--- src/divider_settings.svh ---
`ifndef DIVIDER_SETTINGS_SVH
`define DIVIDER_SETTINGS_SVH

// Operand and result width
`define XLEN 32

// Residual word of the recurrence
// Sign, two integer bits and XLEN+1 fraction bits
// The register keeps the residual already doubled
`define RESW (`XLEN + 4)

// Step counter width
// Must hold up to XLEN+1 steps
// Also used for the leading-zero counts
`define STEPW ($clog2(`XLEN + 2))

`endif

--- src/dividerPkg.sv ---
`include "divider_settings.svh"

package dividerPkg;

  // Residual word of the SRT recurrence
  // Read as one two's complement number for the remainder arithmetic
  // or split into sign and magnitude for the negative-residual test
  typedef union packed {
    logic signed [`RESW-1:0] value;
    struct packed {
      // Set when the residual is negative
      logic             sign;
      // Remaining integer and fraction bits
      logic [`RESW-2:0] mag;
    } parts;
  } divResidual_t;

endpackage

--- src/divDatapathIf.sv ---
`include "divider_settings.svh"

// Datapath state handed from the recurrence to postprocessing
interface divDatapathIf;

  // Carry-save residual pair, doubled form
  logic [`RESW-1:0] ws;
  logic [`RESW-1:0] wc;

  // Normalized divisor in the residual format
  logic [`RESW-1:0] d;

  // On-the-fly quotient and quotient minus one
  logic [`XLEN-1:0] u;
  logic [`XLEN-1:0] um;

  // One-cycle pulse after the last step
  logic             finish;

  //////////////////////////////
  // Producer side
  //////////////////////////////
  modport iteration (
    output ws, wc, d, u, um, finish
  );

  //////////////////////////////
  // Consumer side
  //////////////////////////////
  modport postproc (
    input ws, wc, d, u, um, finish
  );

endinterface

--- src/divPreproc.sv ---
`include "divider_settings.svh"

module divPreproc (
  input  logic                     clk,
  input  logic                     reset,
  input  logic                     start,
  input  logic                     signedOp,
  input  logic                     remOp,
  input  logic [`XLEN-1:0]         a,
  input  logic [`XLEN-1:0]         b,
  input  logic                     busy,
  output logic                     load,
  output logic [`XLEN-1:0]         normA,
  output logic [`XLEN-1:0]         normB,
  output logic [`STEPW-1:0]        steps,
  output logic [$clog2(`XLEN)-1:0] remShift,
  output logic                     divByZero,
  output logic                     overflow,
  output logic                     aLessB,
  output logic                     negQuot,
  output logic                     negRem,
  output logic                     remOpHeld,
  output logic [`XLEN-1:0]         aHeld
);

  localparam logic [`STEPW-1:0] oneStep = 1;

  // Count of zeros above the leading one, XLEN for a zero word
  function automatic logic [`STEPW-1:0] leadingZeros(input logic [`XLEN-1:0] x);
    logic [`STEPW-1:0] count;
    logic              found;
    count = '0;
    found = 1'b0;
    for (int i = `XLEN - 1; i >= 0; i--) begin
      if (x[i]) begin
        found = 1'b1;
      end else if (!found) begin
        count = count + oneStep;
      end
    end
    return count;
  endfunction

  logic              aNeg;
  logic              bNeg;
  logic [`XLEN-1:0]  aMag;
  logic [`XLEN-1:0]  bMag;
  logic [`STEPW-1:0] aZeros;
  logic [`STEPW-1:0] bZeros;
  logic              zeroDivisor;
  logic              signedOverflow;
  logic              smallDividend;

  // Magnitudes, the most negative value maps onto itself as unsigned
  assign aNeg = signedOp & a[`XLEN-1];
  assign bNeg = signedOp & b[`XLEN-1];
  assign aMag = aNeg ? -a : a;
  assign bMag = bNeg ? -b : b;
  assign aZeros = leadingZeros(aMag);
  assign bZeros = leadingZeros(bMag);

  // RISC-V special cases
  assign zeroDivisor = (b == '0);
  assign signedOverflow = signedOp & (a == {1'b1, {(`XLEN-1){1'b0}}}) & (&b);
  assign smallDividend = (aMag < bMag);

  // Accepted start, ignored while an operation is in flight
  assign load = start & ~busy;

  always_ff @(posedge clk) begin
    if (reset) begin
      divByZero <= 1'b0;
      overflow  <= 1'b0;
      aLessB    <= 1'b0;
    end else if (load) begin
      divByZero <= zeroDivisor;
      overflow  <= signedOverflow;
      aLessB    <= smallDividend & ~zeroDivisor;
    end
  end

  // MSB-aligned operands, one step per bit of excess plus one
  always_ff @(posedge clk) begin
    if (load) begin
      normA     <= aMag << aZeros;
      normB     <= bMag << bZeros;
      steps     <= (zeroDivisor | signedOverflow | smallDividend) ? '0
                                                                  : bZeros - aZeros + oneStep;
      remShift  <= bZeros[$clog2(`XLEN)-1:0];
      negQuot   <= aNeg ^ bNeg;
      negRem    <= aNeg;
      remOpHeld <= remOp;
      aHeld     <= a;
    end
  end

endmodule

--- src/divIteration.sv ---
`include "divider_settings.svh"

module divIteration import dividerPkg::*; (
  input  logic              clk,
  input  logic              reset,
  input  logic              load,
  input  logic              done,
  input  logic [`XLEN-1:0]  normA,
  input  logic [`XLEN-1:0]  normB,
  input  logic [`STEPW-1:0] steps,
  output logic              busy,
  divDatapathIf.iteration   dp
);

  localparam logic [`STEPW-1:0] oneStep = 1;

  divResidual_t      ws;
  divResidual_t      wc;
  logic [`RESW-1:0]  d;
  logic [`XLEN-1:0]  u;
  logic [`XLEN-1:0]  um;
  logic [`STEPW-1:0] count;
  logic              init;
  logic              active;
  logic              finish;
  logic [3:0]        estimate;
  logic              qPos;
  logic              qNeg;
  logic              qZero;
  logic [`RESW-1:0]  dTerm;
  logic [`RESW-1:0]  sumBits;
  logic [`RESW-1:0]  majBits;
  logic [`RESW-1:0]  carryBits;
  logic [`XLEN-1:0]  uNext;
  logic [`XLEN-1:0]  umNext;

  //////////////////////////////
  // Quotient digit selection
  //////////////////////////////

  // Truncated sum of the top bits, sign plus one fraction bit of 2w
  assign estimate = ws.value[`RESW-1 -: 4] + wc.value[`RESW-1 -: 4];
  // -1/2 selects zero, other negatives select -1
  assign qZero = &estimate;
  assign qPos  = ~estimate[3];
  assign qNeg  = estimate[3] & ~qZero;

  //////////////////////////////
  // Carry-save residual update
  //////////////////////////////

  // Subtract D as ~D plus a carry-in on the free carry LSB
  assign dTerm     = qPos ? ~d : (qNeg ? d : '0);
  assign sumBits   = ws.value ^ wc.value ^ dTerm;
  assign majBits   = (ws.value & wc.value) | (ws.value & dTerm) | (wc.value & dTerm);
  assign carryBits = {majBits[`RESW-2:0], qPos};

  // On-the-fly conversion keeps U and U-1 without a carry chain
  always_comb begin
    if (qPos) begin
      uNext  = {u[`XLEN-2:0], 1'b1};
      umNext = {u[`XLEN-2:0], 1'b0};
    end else if (qNeg) begin
      uNext  = {um[`XLEN-2:0], 1'b1};
      umNext = {um[`XLEN-2:0], 1'b0};
    end else begin
      uNext  = {u[`XLEN-2:0], 1'b0};
      umNext = {um[`XLEN-2:0], 1'b1};
    end
  end

  assign active = (count != '0);

  //////////////////////////////
  // Step control
  //////////////////////////////
  always_ff @(posedge clk) begin
    if (reset) begin
      busy   <= 1'b0;
      init   <= 1'b0;
      count  <= '0;
      finish <= 1'b0;
    end else begin
      finish <= 1'b0;
      if (load) begin
        busy <= 1'b1;
        init <= 1'b1;
      end else if (done) begin
        busy <= 1'b0;
      end
      // Zero steps means a special case, finish right away
      if (init) begin
        init   <= 1'b0;
        count  <= steps;
        finish <= (steps == '0);
      end else if (active) begin
        count  <= count - oneStep;
        finish <= (count == oneStep);
      end
    end
  end

  // Residual starts as X, which is w0 = X/2 already doubled
  always_ff @(posedge clk) begin
    if (init) begin
      ws.value <= {3'b000, normA, 1'b0};
      wc.value <= '0;
      d        <= {3'b000, normB, 1'b0};
      u        <= '0;
      um       <= '1;
    end else if (active) begin
      ws.value <= {sumBits[`RESW-2:0], 1'b0};
      wc.value <= {carryBits[`RESW-2:0], 1'b0};
      u        <= uNext;
      um       <= umNext;
    end
  end

  assign dp.ws     = ws.value;
  assign dp.wc     = wc.value;
  assign dp.d      = d;
  assign dp.u      = u;
  assign dp.um     = um;
  assign dp.finish = finish;

endmodule

--- src/divPostproc.sv ---
`include "divider_settings.svh"

module divPostproc import dividerPkg::*; (
  input  logic                     clk,
  input  logic                     reset,
  divDatapathIf.postproc           dp,
  input  logic                     divByZero,
  input  logic                     overflow,
  input  logic                     aLessB,
  input  logic                     negQuot,
  input  logic                     negRem,
  input  logic                     remOp,
  input  logic [$clog2(`XLEN)-1:0] remShift,
  input  logic [`XLEN-1:0]         aHeld,
  output logic                     done,
  output logic [`XLEN-1:0]         result,
  output logic                     exact
);

  // x + y == 0 without a carry chain
  function automatic logic sumIsZero(input logic [`RESW-1:0] x, input logic [`RESW-1:0] y);
    return (x ^ y) == {x[`RESW-2:0] | y[`RESW-2:0], 1'b0};
  endfunction

  divResidual_t     resSum;
  logic [`RESW-1:0] d2;
  logic [`RESW-1:0] fixSum;
  logic [`RESW-1:0] fixMaj;
  logic [`RESW-1:0] fixCarry;
  logic [`RESW-1:0] remFull;
  logic             negResidual;
  logic             resZero;
  logic             specialCase;
  logic             sticky;
  logic [`XLEN-1:0] quotMag;
  logic [`XLEN-1:0] remMag;
  logic [`XLEN-1:0] quotSigned;
  logic [`XLEN-1:0] remSigned;
  logic [`XLEN-1:0] preResult;
  logic [`XLEN-1:0] specRem;
  logic [`XLEN-1:0] specResult;

  //////////////////////////////
  // Exact result detect
  //////////////////////////////

  // Register pair holds 2w, so the divisor enters doubled
  assign d2 = {dp.d[`RESW-2:0], 1'b0};

  // Residual of -D also leaves a zero remainder after correction
  assign fixSum   = dp.ws ^ dp.wc ^ d2;
  assign fixMaj   = (dp.ws & dp.wc) | (dp.ws & d2) | (dp.wc & d2);
  assign fixCarry = {fixMaj[`RESW-2:0], 1'b0};
  assign resZero  = sumIsZero(dp.ws, dp.wc) | sumIsZero(fixSum, fixCarry);

  //////////////////////////////
  // Sign correction
  //////////////////////////////
  assign resSum.value = dp.ws + dp.wc;
  assign negResidual  = resSum.parts.sign;

  // Negative residual means the quotient overshot by one
  assign quotMag = negResidual ? dp.um : dp.u;
  assign remFull = resSum.value + (negResidual ? d2 : '0);

  // Drop the doubling and fraction offset, then undo the divisor shift
  assign remMag = remFull[`XLEN+1:2] >> remShift;

  assign quotSigned = negQuot ? -quotMag : quotMag;
  assign remSigned  = negRem ? -remMag : remMag;
  assign preResult  = remOp ? remSigned : quotSigned;

  //////////////////////////////
  // RISC-V special cases
  //////////////////////////////
  assign specialCase = divByZero | overflow | aLessB;
  assign specRem     = overflow ? '0 : aHeld;

  always_comb begin
    if (divByZero) begin
      // Quotient all ones, remainder the dividend
      specResult = remOp ? aHeld : '1;
    end else if (overflow) begin
      specResult = remOp ? '0 : aHeld;
    end else begin
      specResult = remOp ? aHeld : '0;
    end
  end

  // Sticky when any remainder is left
  assign sticky = specialCase ? (specRem != '0) : ~resZero;

  always_ff @(posedge clk) begin
    if (reset) begin
      done <= 1'b0;
    end else begin
      done <= dp.finish;
    end
  end

  always_ff @(posedge clk) begin
    if (dp.finish) begin
      result <= specialCase ? specResult : preResult;
      exact  <= ~sticky;
    end
  end

endmodule

--- src/divider.sv ---
`include "divider_settings.svh"

module divider (
  input  logic             clk,
  input  logic             reset,
  input  logic             start,
  input  logic             signedOp,
  input  logic             remOp,
  input  logic [`XLEN-1:0] a,
  input  logic [`XLEN-1:0] b,
  output logic             busy,
  output logic             done,
  output logic [`XLEN-1:0] result,
  output logic             exact
);

  logic                     load;
  logic [`XLEN-1:0]         normA;
  logic [`XLEN-1:0]         normB;
  logic [`STEPW-1:0]        steps;
  logic [$clog2(`XLEN)-1:0] remShift;
  logic                     divByZero;
  logic                     overflow;
  logic                     aLessB;
  logic                     negQuot;
  logic                     negRem;
  logic                     remOpHeld;
  logic [`XLEN-1:0]         aHeld;

  // Residual and quotient from the recurrence to postprocessing
  divDatapathIf dpIf ();

  // Operand capture and normalization
  divPreproc preprocInst (
    .clk, .reset, .start, .signedOp, .remOp, .a, .b, .busy,
    .load, .normA, .normB, .steps, .remShift,
    .divByZero, .overflow, .aLessB, .negQuot, .negRem, .remOpHeld, .aHeld
  );

  // SRT recurrence, busy is cleared by done
  divIteration iterationInst (
    .clk, .reset, .load, .done, .normA, .normB, .steps, .busy,
    .dp(dpIf)
  );

  // Correction, special cases and result register
  divPostproc postprocInst (
    .clk, .reset, .dp(dpIf),
    .divByZero, .overflow, .aLessB, .negQuot, .negRem,
    .remOp(remOpHeld), .remShift, .aHeld,
    .done, .result, .exact
  );

endmodule

--- config.mk ---
export PLATFORM = sky130hd
export DESIGN_NAME = divider
export DESIGN_NICKNAME = d
export VERILOG_FILES = /design/src/dividerPkg.sv /design/src/divDatapathIf.sv /design/src/divPreproc.sv /design/src/divIteration.sv /design/src/divPostproc.sv /design/src/divider.sv
export VERILOG_INCLUDE_DIRS = /design/src
export SDC_FILE = /design/constraint.sdc
export NUM_CORES = 2
export LEC_CHECK = 0
export ABC_AREA = 1
export BUFFER_PORTS_ARGS = -buffer_cell sky130_fd_sc_hd__buf_2
export CAP_MARGIN = 5
export CORE_ASPECT_RATIO = 1.2
export CORE_MARGIN = 4
export CORE_UTILIZATION = 55
export DETAILED_ROUTE_END_ITERATION = 7
export PLACE_DENSITY = 0.8
export SKIP_CTS_REPAIR_TIMING = 1
export SYNTH_ARGS = -nofsm -noshare
export SYNTH_HDL_FRONTEND = slang
export SYNTH_SLANG_ARGS = --single-unit
--- constraint.sdc ---
create_clock -name clk -period 25.5 [get_ports clk]
set_clock_uncertainty 0.1 [all_clocks]
set_input_delay 1.275 -clock clk [delete_from_list [all_inputs] [get_ports clk]]
set_output_delay 1.275 -clock clk [all_outputs]
set_load 0.005 [all_outputs]
# After elaboration in Yosys (flattened, before gate mapping)
# Cells that the tools add are included.
dict set report word_totals {
  reg_bits 322
  output_inout_bits 35
}
dict set report op_classes {
  add_sub_neg 72
  n_lt_le_gt_ge 1
  n_eq_ne 4
  shifts 3
  n_mux 218
  bitwise 35
  n_reduce_logical 9
}
# op n
set op_table {}
lappend op_table {{two-way mux 6 bit} 126}
lappend op_table {{two-way mux 32 bit} 16}
lappend op_table {{adder 6 x 1 -> 6 bit (second input constant)} 61}
lappend op_table {{bitwise OR 35 bit} 4}
lappend op_table {{negation 32 bit} 4}
lappend op_table {{two-way mux 33 bit} 3}
lappend op_table {{equality test 36 bit} 2}
lappend op_table {{bitwise XOR 36 bit} 2}
lappend op_table {{two-way mux 1 bit} 71}
lappend op_table {{AND 35 x 34 -> 35 bit} 2}
lappend op_table {{AND 34 bit} 2}
lappend op_table {{bitwise OR 34 bit} 2}
lappend op_table {{left shift 32 x 6 -> 32 bit} 2}
lappend op_table {{adder 36 bit} 1}
lappend op_table {{bitwise XOR 36 x 34 -> 36 bit} 1}
lappend op_table {{AND 35 bit} 1}
lappend op_table {{two-way mux 35 bit} 1}
lappend op_table {{inverter 33 -> 35 bit} 1}
lappend op_table {{bitwise XOR 35 bit} 1}
lappend op_table {{adder 34 bit} 1}
lappend op_table {{two-way mux 34 bit} 1}
lappend op_table {{equality test 32 bit (second input constant)} 1}
lappend op_table {{zero test 32 bit} 1}
lappend op_table {{less-than comparator 32 bit} 1}
lappend op_table {{other kinds (17)} 34}

# Logic depth before layout (Yosys ltp)
dict set report logic_depth {
  word_depth 98
  mapped_depth 134
  mapped_depth_nobuf 133
}

# Hierarchy
# A second synthesis with hierarchy kept.
dict set report unflattened {
  cells_unflattened 5915
  hier_area_um2 38242.9
}
# module instances cells_per_inst area_per_inst_um2 seq_area_each_um2
set by_module_without_submodules {}
lappend by_module_without_submodules {divPreproc 1 2701 16599.7 3363.2}
lappend by_module_without_submodules {divPostproc 1 2247 13461.7 1011.0}
lappend by_module_without_submodules {divIteration 1 967 8181.6 4124.0}

# Least setup slack after synthesis
# OpenSTA, ideal clock, no wires.
dict set report synth_timing {
  path_type {input to register}
  startpoint {input a[0]}
  endpoint {register preprocInst.steps[5] (data pin)}
  t_arrival_ns 18.676
  setup_slack_ns 6.472
  stages 131
  cell_sequence {inv_2 ha_1 inv_1 nor2_1 nand3_2 nor2_4 nand4_1 nand2_1 nand2_1 nand2_2 nand2_1 nand2_1 ha_1 inv_1 a21boi_0 ha_1 nor2_1 nand2_1 [... 95 more ...] or2_1 nand2_2 inv_2 buf_6 ha_1 inv_1 ha_1 fa_1 nand2_1 inv_1 o21ai_0 nand2_1 xor2_1 nand3_1 nand2_1 nand2_1 nand2_1 nor2_1}
}
dict set report synth_between {
  elab_chain_len 98
}
# element line_no
set synth_rtl {}
lappend synth_rtl {{start, declared} divider.sv:9} ;# input logic [`XLEN-1:0] a,
lappend synth_rtl {{negation 32 bit} divPreproc.sv:57} ;# assign aMag = aNeg ? -a : a;
lappend synth_rtl {{two-way mux 32 bit} divPreproc.sv:57}
lappend synth_rtl {{two-way mux 1 bit} divPreproc.sv:35} ;# if (x[i]) begin
lappend synth_rtl {{adder 1 x 1 -> 2 bit} divPreproc.sv:38} ;# count = count + oneStep;
lappend synth_rtl {{two-way mux 6 bit} divPreproc.sv:37} ;# end else if (!found) begin
lappend synth_rtl {{two-way mux 6 bit} divPreproc.sv:35}
lappend synth_rtl {{adder 6 x 1 -> 6 bit} divPreproc.sv:38}
lappend synth_rtl {{two-way mux 6 bit} divPreproc.sv:37}
lappend synth_rtl {{[... 82 more ...]} n/a}
lappend synth_rtl {{adder 6 x 1 -> 6 bit} divPreproc.sv:38}
lappend synth_rtl {{two-way mux 6 bit} divPreproc.sv:37}
lappend synth_rtl {{two-way mux 6 bit} divPreproc.sv:35}
lappend synth_rtl {{adder 6 x 1 -> 6 bit} divPreproc.sv:38}
lappend synth_rtl {{two-way mux 6 bit} divPreproc.sv:37}
lappend synth_rtl {{two-way mux 6 bit} divPreproc.sv:35}
lappend synth_rtl {{subtractor 6 bit} divPreproc.sv:88} ;# : bZeros - aZeros + oneStep;
lappend synth_rtl {{adder 6 x 1 -> 6 bit} divPreproc.sv:88}
lappend synth_rtl {{end signal, assigned} divPreproc.sv:87} ;# steps <= (zeroDivisor | signedOverflow | smallDividend) ? '0
lappend synth_rtl {{end, declared} divPreproc.sv:15} ;# output logic [`STEPW-1:0] steps,
# Several ways; a longest one is shown, not always the timed one.
# A chain may end at the register's enable or synchronous reset.

# Final worst setup path
dict set report layout_timing {
  startpoint {input signedOp}
  endpoint {register preprocInst.steps[5] (data pin)}
}
dict set report layout_between {
  elab_chain_len 98
}
# element line_no
set layout_rtl {}
lappend layout_rtl {{start, declared} divider.sv:7} ;# input logic signedOp,
lappend layout_rtl {{AND 1 bit (on tied branches)} {divPreproc.sv:56, divPreproc.sv:55}}
lappend layout_rtl {{two-way mux 32 bit (on tied branches)} {divPreproc.sv:58, divPreproc.sv:57}}
lappend layout_rtl {{two-way mux 1 bit} divPreproc.sv:35}
lappend layout_rtl {{adder 1 x 1 -> 2 bit} divPreproc.sv:38}
lappend layout_rtl {{two-way mux 6 bit} divPreproc.sv:37}
lappend layout_rtl {{two-way mux 6 bit} divPreproc.sv:35}
lappend layout_rtl {{adder 6 x 1 -> 6 bit} divPreproc.sv:38}
lappend layout_rtl {{two-way mux 6 bit} divPreproc.sv:37}
lappend layout_rtl {{[... 82 more ...]} n/a}
lappend layout_rtl {{adder 6 x 1 -> 6 bit} divPreproc.sv:38}
lappend layout_rtl {{two-way mux 6 bit} divPreproc.sv:37}
lappend layout_rtl {{two-way mux 6 bit} divPreproc.sv:35}
lappend layout_rtl {{adder 6 x 1 -> 6 bit} divPreproc.sv:38}
lappend layout_rtl {{two-way mux 6 bit} divPreproc.sv:37}
lappend layout_rtl {{two-way mux 6 bit} divPreproc.sv:35}
lappend layout_rtl {{subtractor 6 bit} divPreproc.sv:88}
lappend layout_rtl {{adder 6 x 1 -> 6 bit} divPreproc.sv:88}
# Several ways; a longest one is shown, not always the timed one.

==> impl_metrics.csv <==
group,metric,value,unit
setup_path,cp.arrival,21.16,ns
placement,gp_congestion,1.02,
detailed_routing,drc_errors,0,
detailed_routing,vias,34800,
synth,synthFlopType,"edfxtp_1",
setup_path,crit_start,"signedOp",
grt,grt_max_degree,95,
min_path,holdCritStartpoint,"preprocInst.normB[10]",
finish,final_cell_area,37400,um2
floorplan,core,63600,um2
power_and_ir_drop,power.density,141,nW/um2
synth,ys_ff_latch,321,
grt,grt_pass1_wl,162,mm
synth,synthDistinctLibCells,81,
clock_tree,h-tree-depth,2,
clock_tree,cts_tree,"built",
grt,grt_pass1_vias,31900,
synth,synth_warnings,0,
placement,dp_hpwl,81.9,mm
sta,slew_headroom,19.4,%
finish,multiInputGateArea,22900,um2
clock_tree,cts.sinks,321,
synth,syn_nets,5735,
floorplan,fp.dieH,286,um
grt,grt_antenna_before_repair,7,
finish,drive_above_1_share,9.00,%
clock_tree,cts_root_buf,"clkbuf_16",
sta,setup_violations,0,
outcome,status,"completed",
setup_path,cp_data_required_time,25.69,ns
detailed_routing,antenna_left,0,
synth,synthArstFlopShare,0,%
finish,num-nets-final,5725,
setup_path,criticalPathCategory,"in -> reg",
synth,syn_area,35500,um2
finish,syn_to_final_growth,5.46,%
floorplan,num_rows,101,
floorplan,die-area,68700,um2
grt,grt_overflow,0,
sta,setup_ws,4.52,ns
setup_path,crit_path_end_kind,"flop",
setup_path,max_stage_delay,0.42,ns
power_and_ir_drop,leakagePower,18.2,nW
clock_tree,clk_pin_slew,0.07,ns
detailed_routing,firstDrtPassIters,8,
min_path,worstHoldPathType,"reg -> reg",
detailed_routing,wl_per_cell,16.4,um
synth,syn_avg_cell_area,6.62,um2
sta,setup_tns,0,ns
run,cap_violations,0,
clock_tree,clkLatencyLatePin,0.53,ns
floorplan,initial_core_util,55.8,%
sta,fin_crit,20.98,ns
sta,timing.fmax,47.7,MHz
detailed_routing,routed_wirelength,102,mm
setup_path,cp_max_fo,35,
sta,slew_violations,0,
sta,rsz0062_at_grt,"false",
synth,yosysSeqAreaShare,23.9,%
power_and_ir_drop,max-vdd-ir-drop,105,uV
synth,synth_top_area_share,17.5,%
floorplan,die_w,240,um
setup_path,critPathLaunchType,"input port",
detailed_routing,first_iter_violations,2966,
setup_path,cp_slowest_cell,"clkinv_2",
sta,tightest_slew,1.21,ns
grt,gr-usage-all-layers,28.8,%
setup_path,reg2reg_from,"iterationInst.dp.ws[4]",
detailed_routing,viasPerCell,5.60,
placement,dpl_cell_area,36400,um2
power_and_ir_drop,fin_total_pwr,5.26,mW
finish,nFillCells,5996,
synth,synth_top_area_cell,"edfxtp_1",
synth,synth_edf_count,207,
synth,syn_inst,5362,
placement,port_buffers,103,
finish,regArea,8500,um2
synth,synth.most_common_cell,"nand2_1",
clock_tree,clockBufferDepth,3,
sta,finalCritPeriodShare,82.3,%
synth,synth_commonest_cells,"1,383 x nand2_1, 783 x inv_1, 446 x nor2_1",
finish,final_core_util,58.9,%
synth,ys_top_cells_by_area,"edfxtp_1 18%, nand2_1 15%, ha_1 8.4%, inv_1 8.3%, dfxtp_1 6.4%",
placement,place_ws,4.16,ns
setup_path,path_common_cell,"nand2_1",
clock_tree,cts_made_buffers,34,
floorplan,ios,104,
sta,hold_viol_final,0,
==> per-layer routing <==
| metal | global-route usage [%] | vias up | part of all wire [%] |
|---|---|---|---|
| li1 | - | 17500 | - |
| met1 | 36.0 | 15900 | 41 |
| met2 | 50.1 | 1135 | 48 |
| met3 | 2.50 | 258 | 5.9 |
| met4 | 14.1 | 0 | 5.4 |
| met5 | 0 | - | 0 |
==> report_power, final <==
part,internal (mW),switching (mW)
sequential,0.772,0.117
clock,0.270,0.212
combinational,1.34,2.55
==> area by class of cell <==
type	instances	area share (%)
Multi-Input combinational cell	4012	61.1
Sequential cell	321	22.7
Inverter	859	8.73
Tap cell	824	2.75
Clock buffer	44	2.49
Timing Repair Buffer	124	1.80
Clock inverter	17	0.338
Antenna cell	7	0.0468
==> state kept, by name (all words and copies together), names as in the netlist, 32 cells and up <==
register	flops
preprocInst.normB	32
iterationInst.dp.ws	35
iterationInst.dp.u	32
iterationInst.dp.wc	34
preprocInst.normA	32
iterationInst.dp.um	32
postprocInst.result	32
iterationInst.dp.d	32
preprocInst.aHeld	32
==> path summary, 6_finish.rpt <==
| kind | endpoint | slack, ns | cells past startpoint |
|---|---|---|---|
| hold / removal | iterationInst.dp.d[11] | 0.32 | 0 |
| hold reg to reg | iterationInst.dp.d[11] | 0.32 | 0 |
| setup / recovery | preprocInst.steps[5] | 4.52 | 127 |
| setup reg to reg | postprocInst.result[28] | 12.96 | 76 |
==> per-stage QoR <==
stage               hold WS (ns)  cells
detailed placement         0.305   6140
global route               0.331   6207
finish                     0.317   6208
global placement           0.304   6140
floorplan                  0.300   5362
CTS                        0.316   6201
==> worst max-delay path, delay by kind of cell <==
family | cells | cell delay, ns
AND/OR/NAND/NOR | 58 | 5.48
buffers and inverters | 19 | 1.74
AO/OA/AOI/OAI | 17 | 2.87
adder cells (fa/ha/maj) | 32 | 9.58
XOR/XNOR | 1 | 0.17
==> layout by cell type, fill, tap and decap left out, types with 66 or more instances in the layout <==
cell and n:
dfxtp_1 113, ha_1 238, buf_2 103, o21ai_0 442
o22ai_1 71, nand3_1 304, nand2_1 1382, inv_1 782
edfxtp_1 207, xor2_1 131, a21oi_1 261, o21ai_1 66
fa_1 66, nor2_1 442
==> cell families (layout without fill, tap and decap cells) <==
logic type,Yosys count,count (layout),share of synthesized area [%]
xor gates and xnor gates,188,188,4.68
and+or+nand+nor,2478,2478,30.9
other,0,7,0
AOI/OAI and AO/OA,1029,1029,16.3
adders and majority gates,304,304,12.1
buffers and inverters,1029,1044,11.6
DFF,321,321,23.9
muxes,13,13,0.367
(Power assumes the default switching activity.)
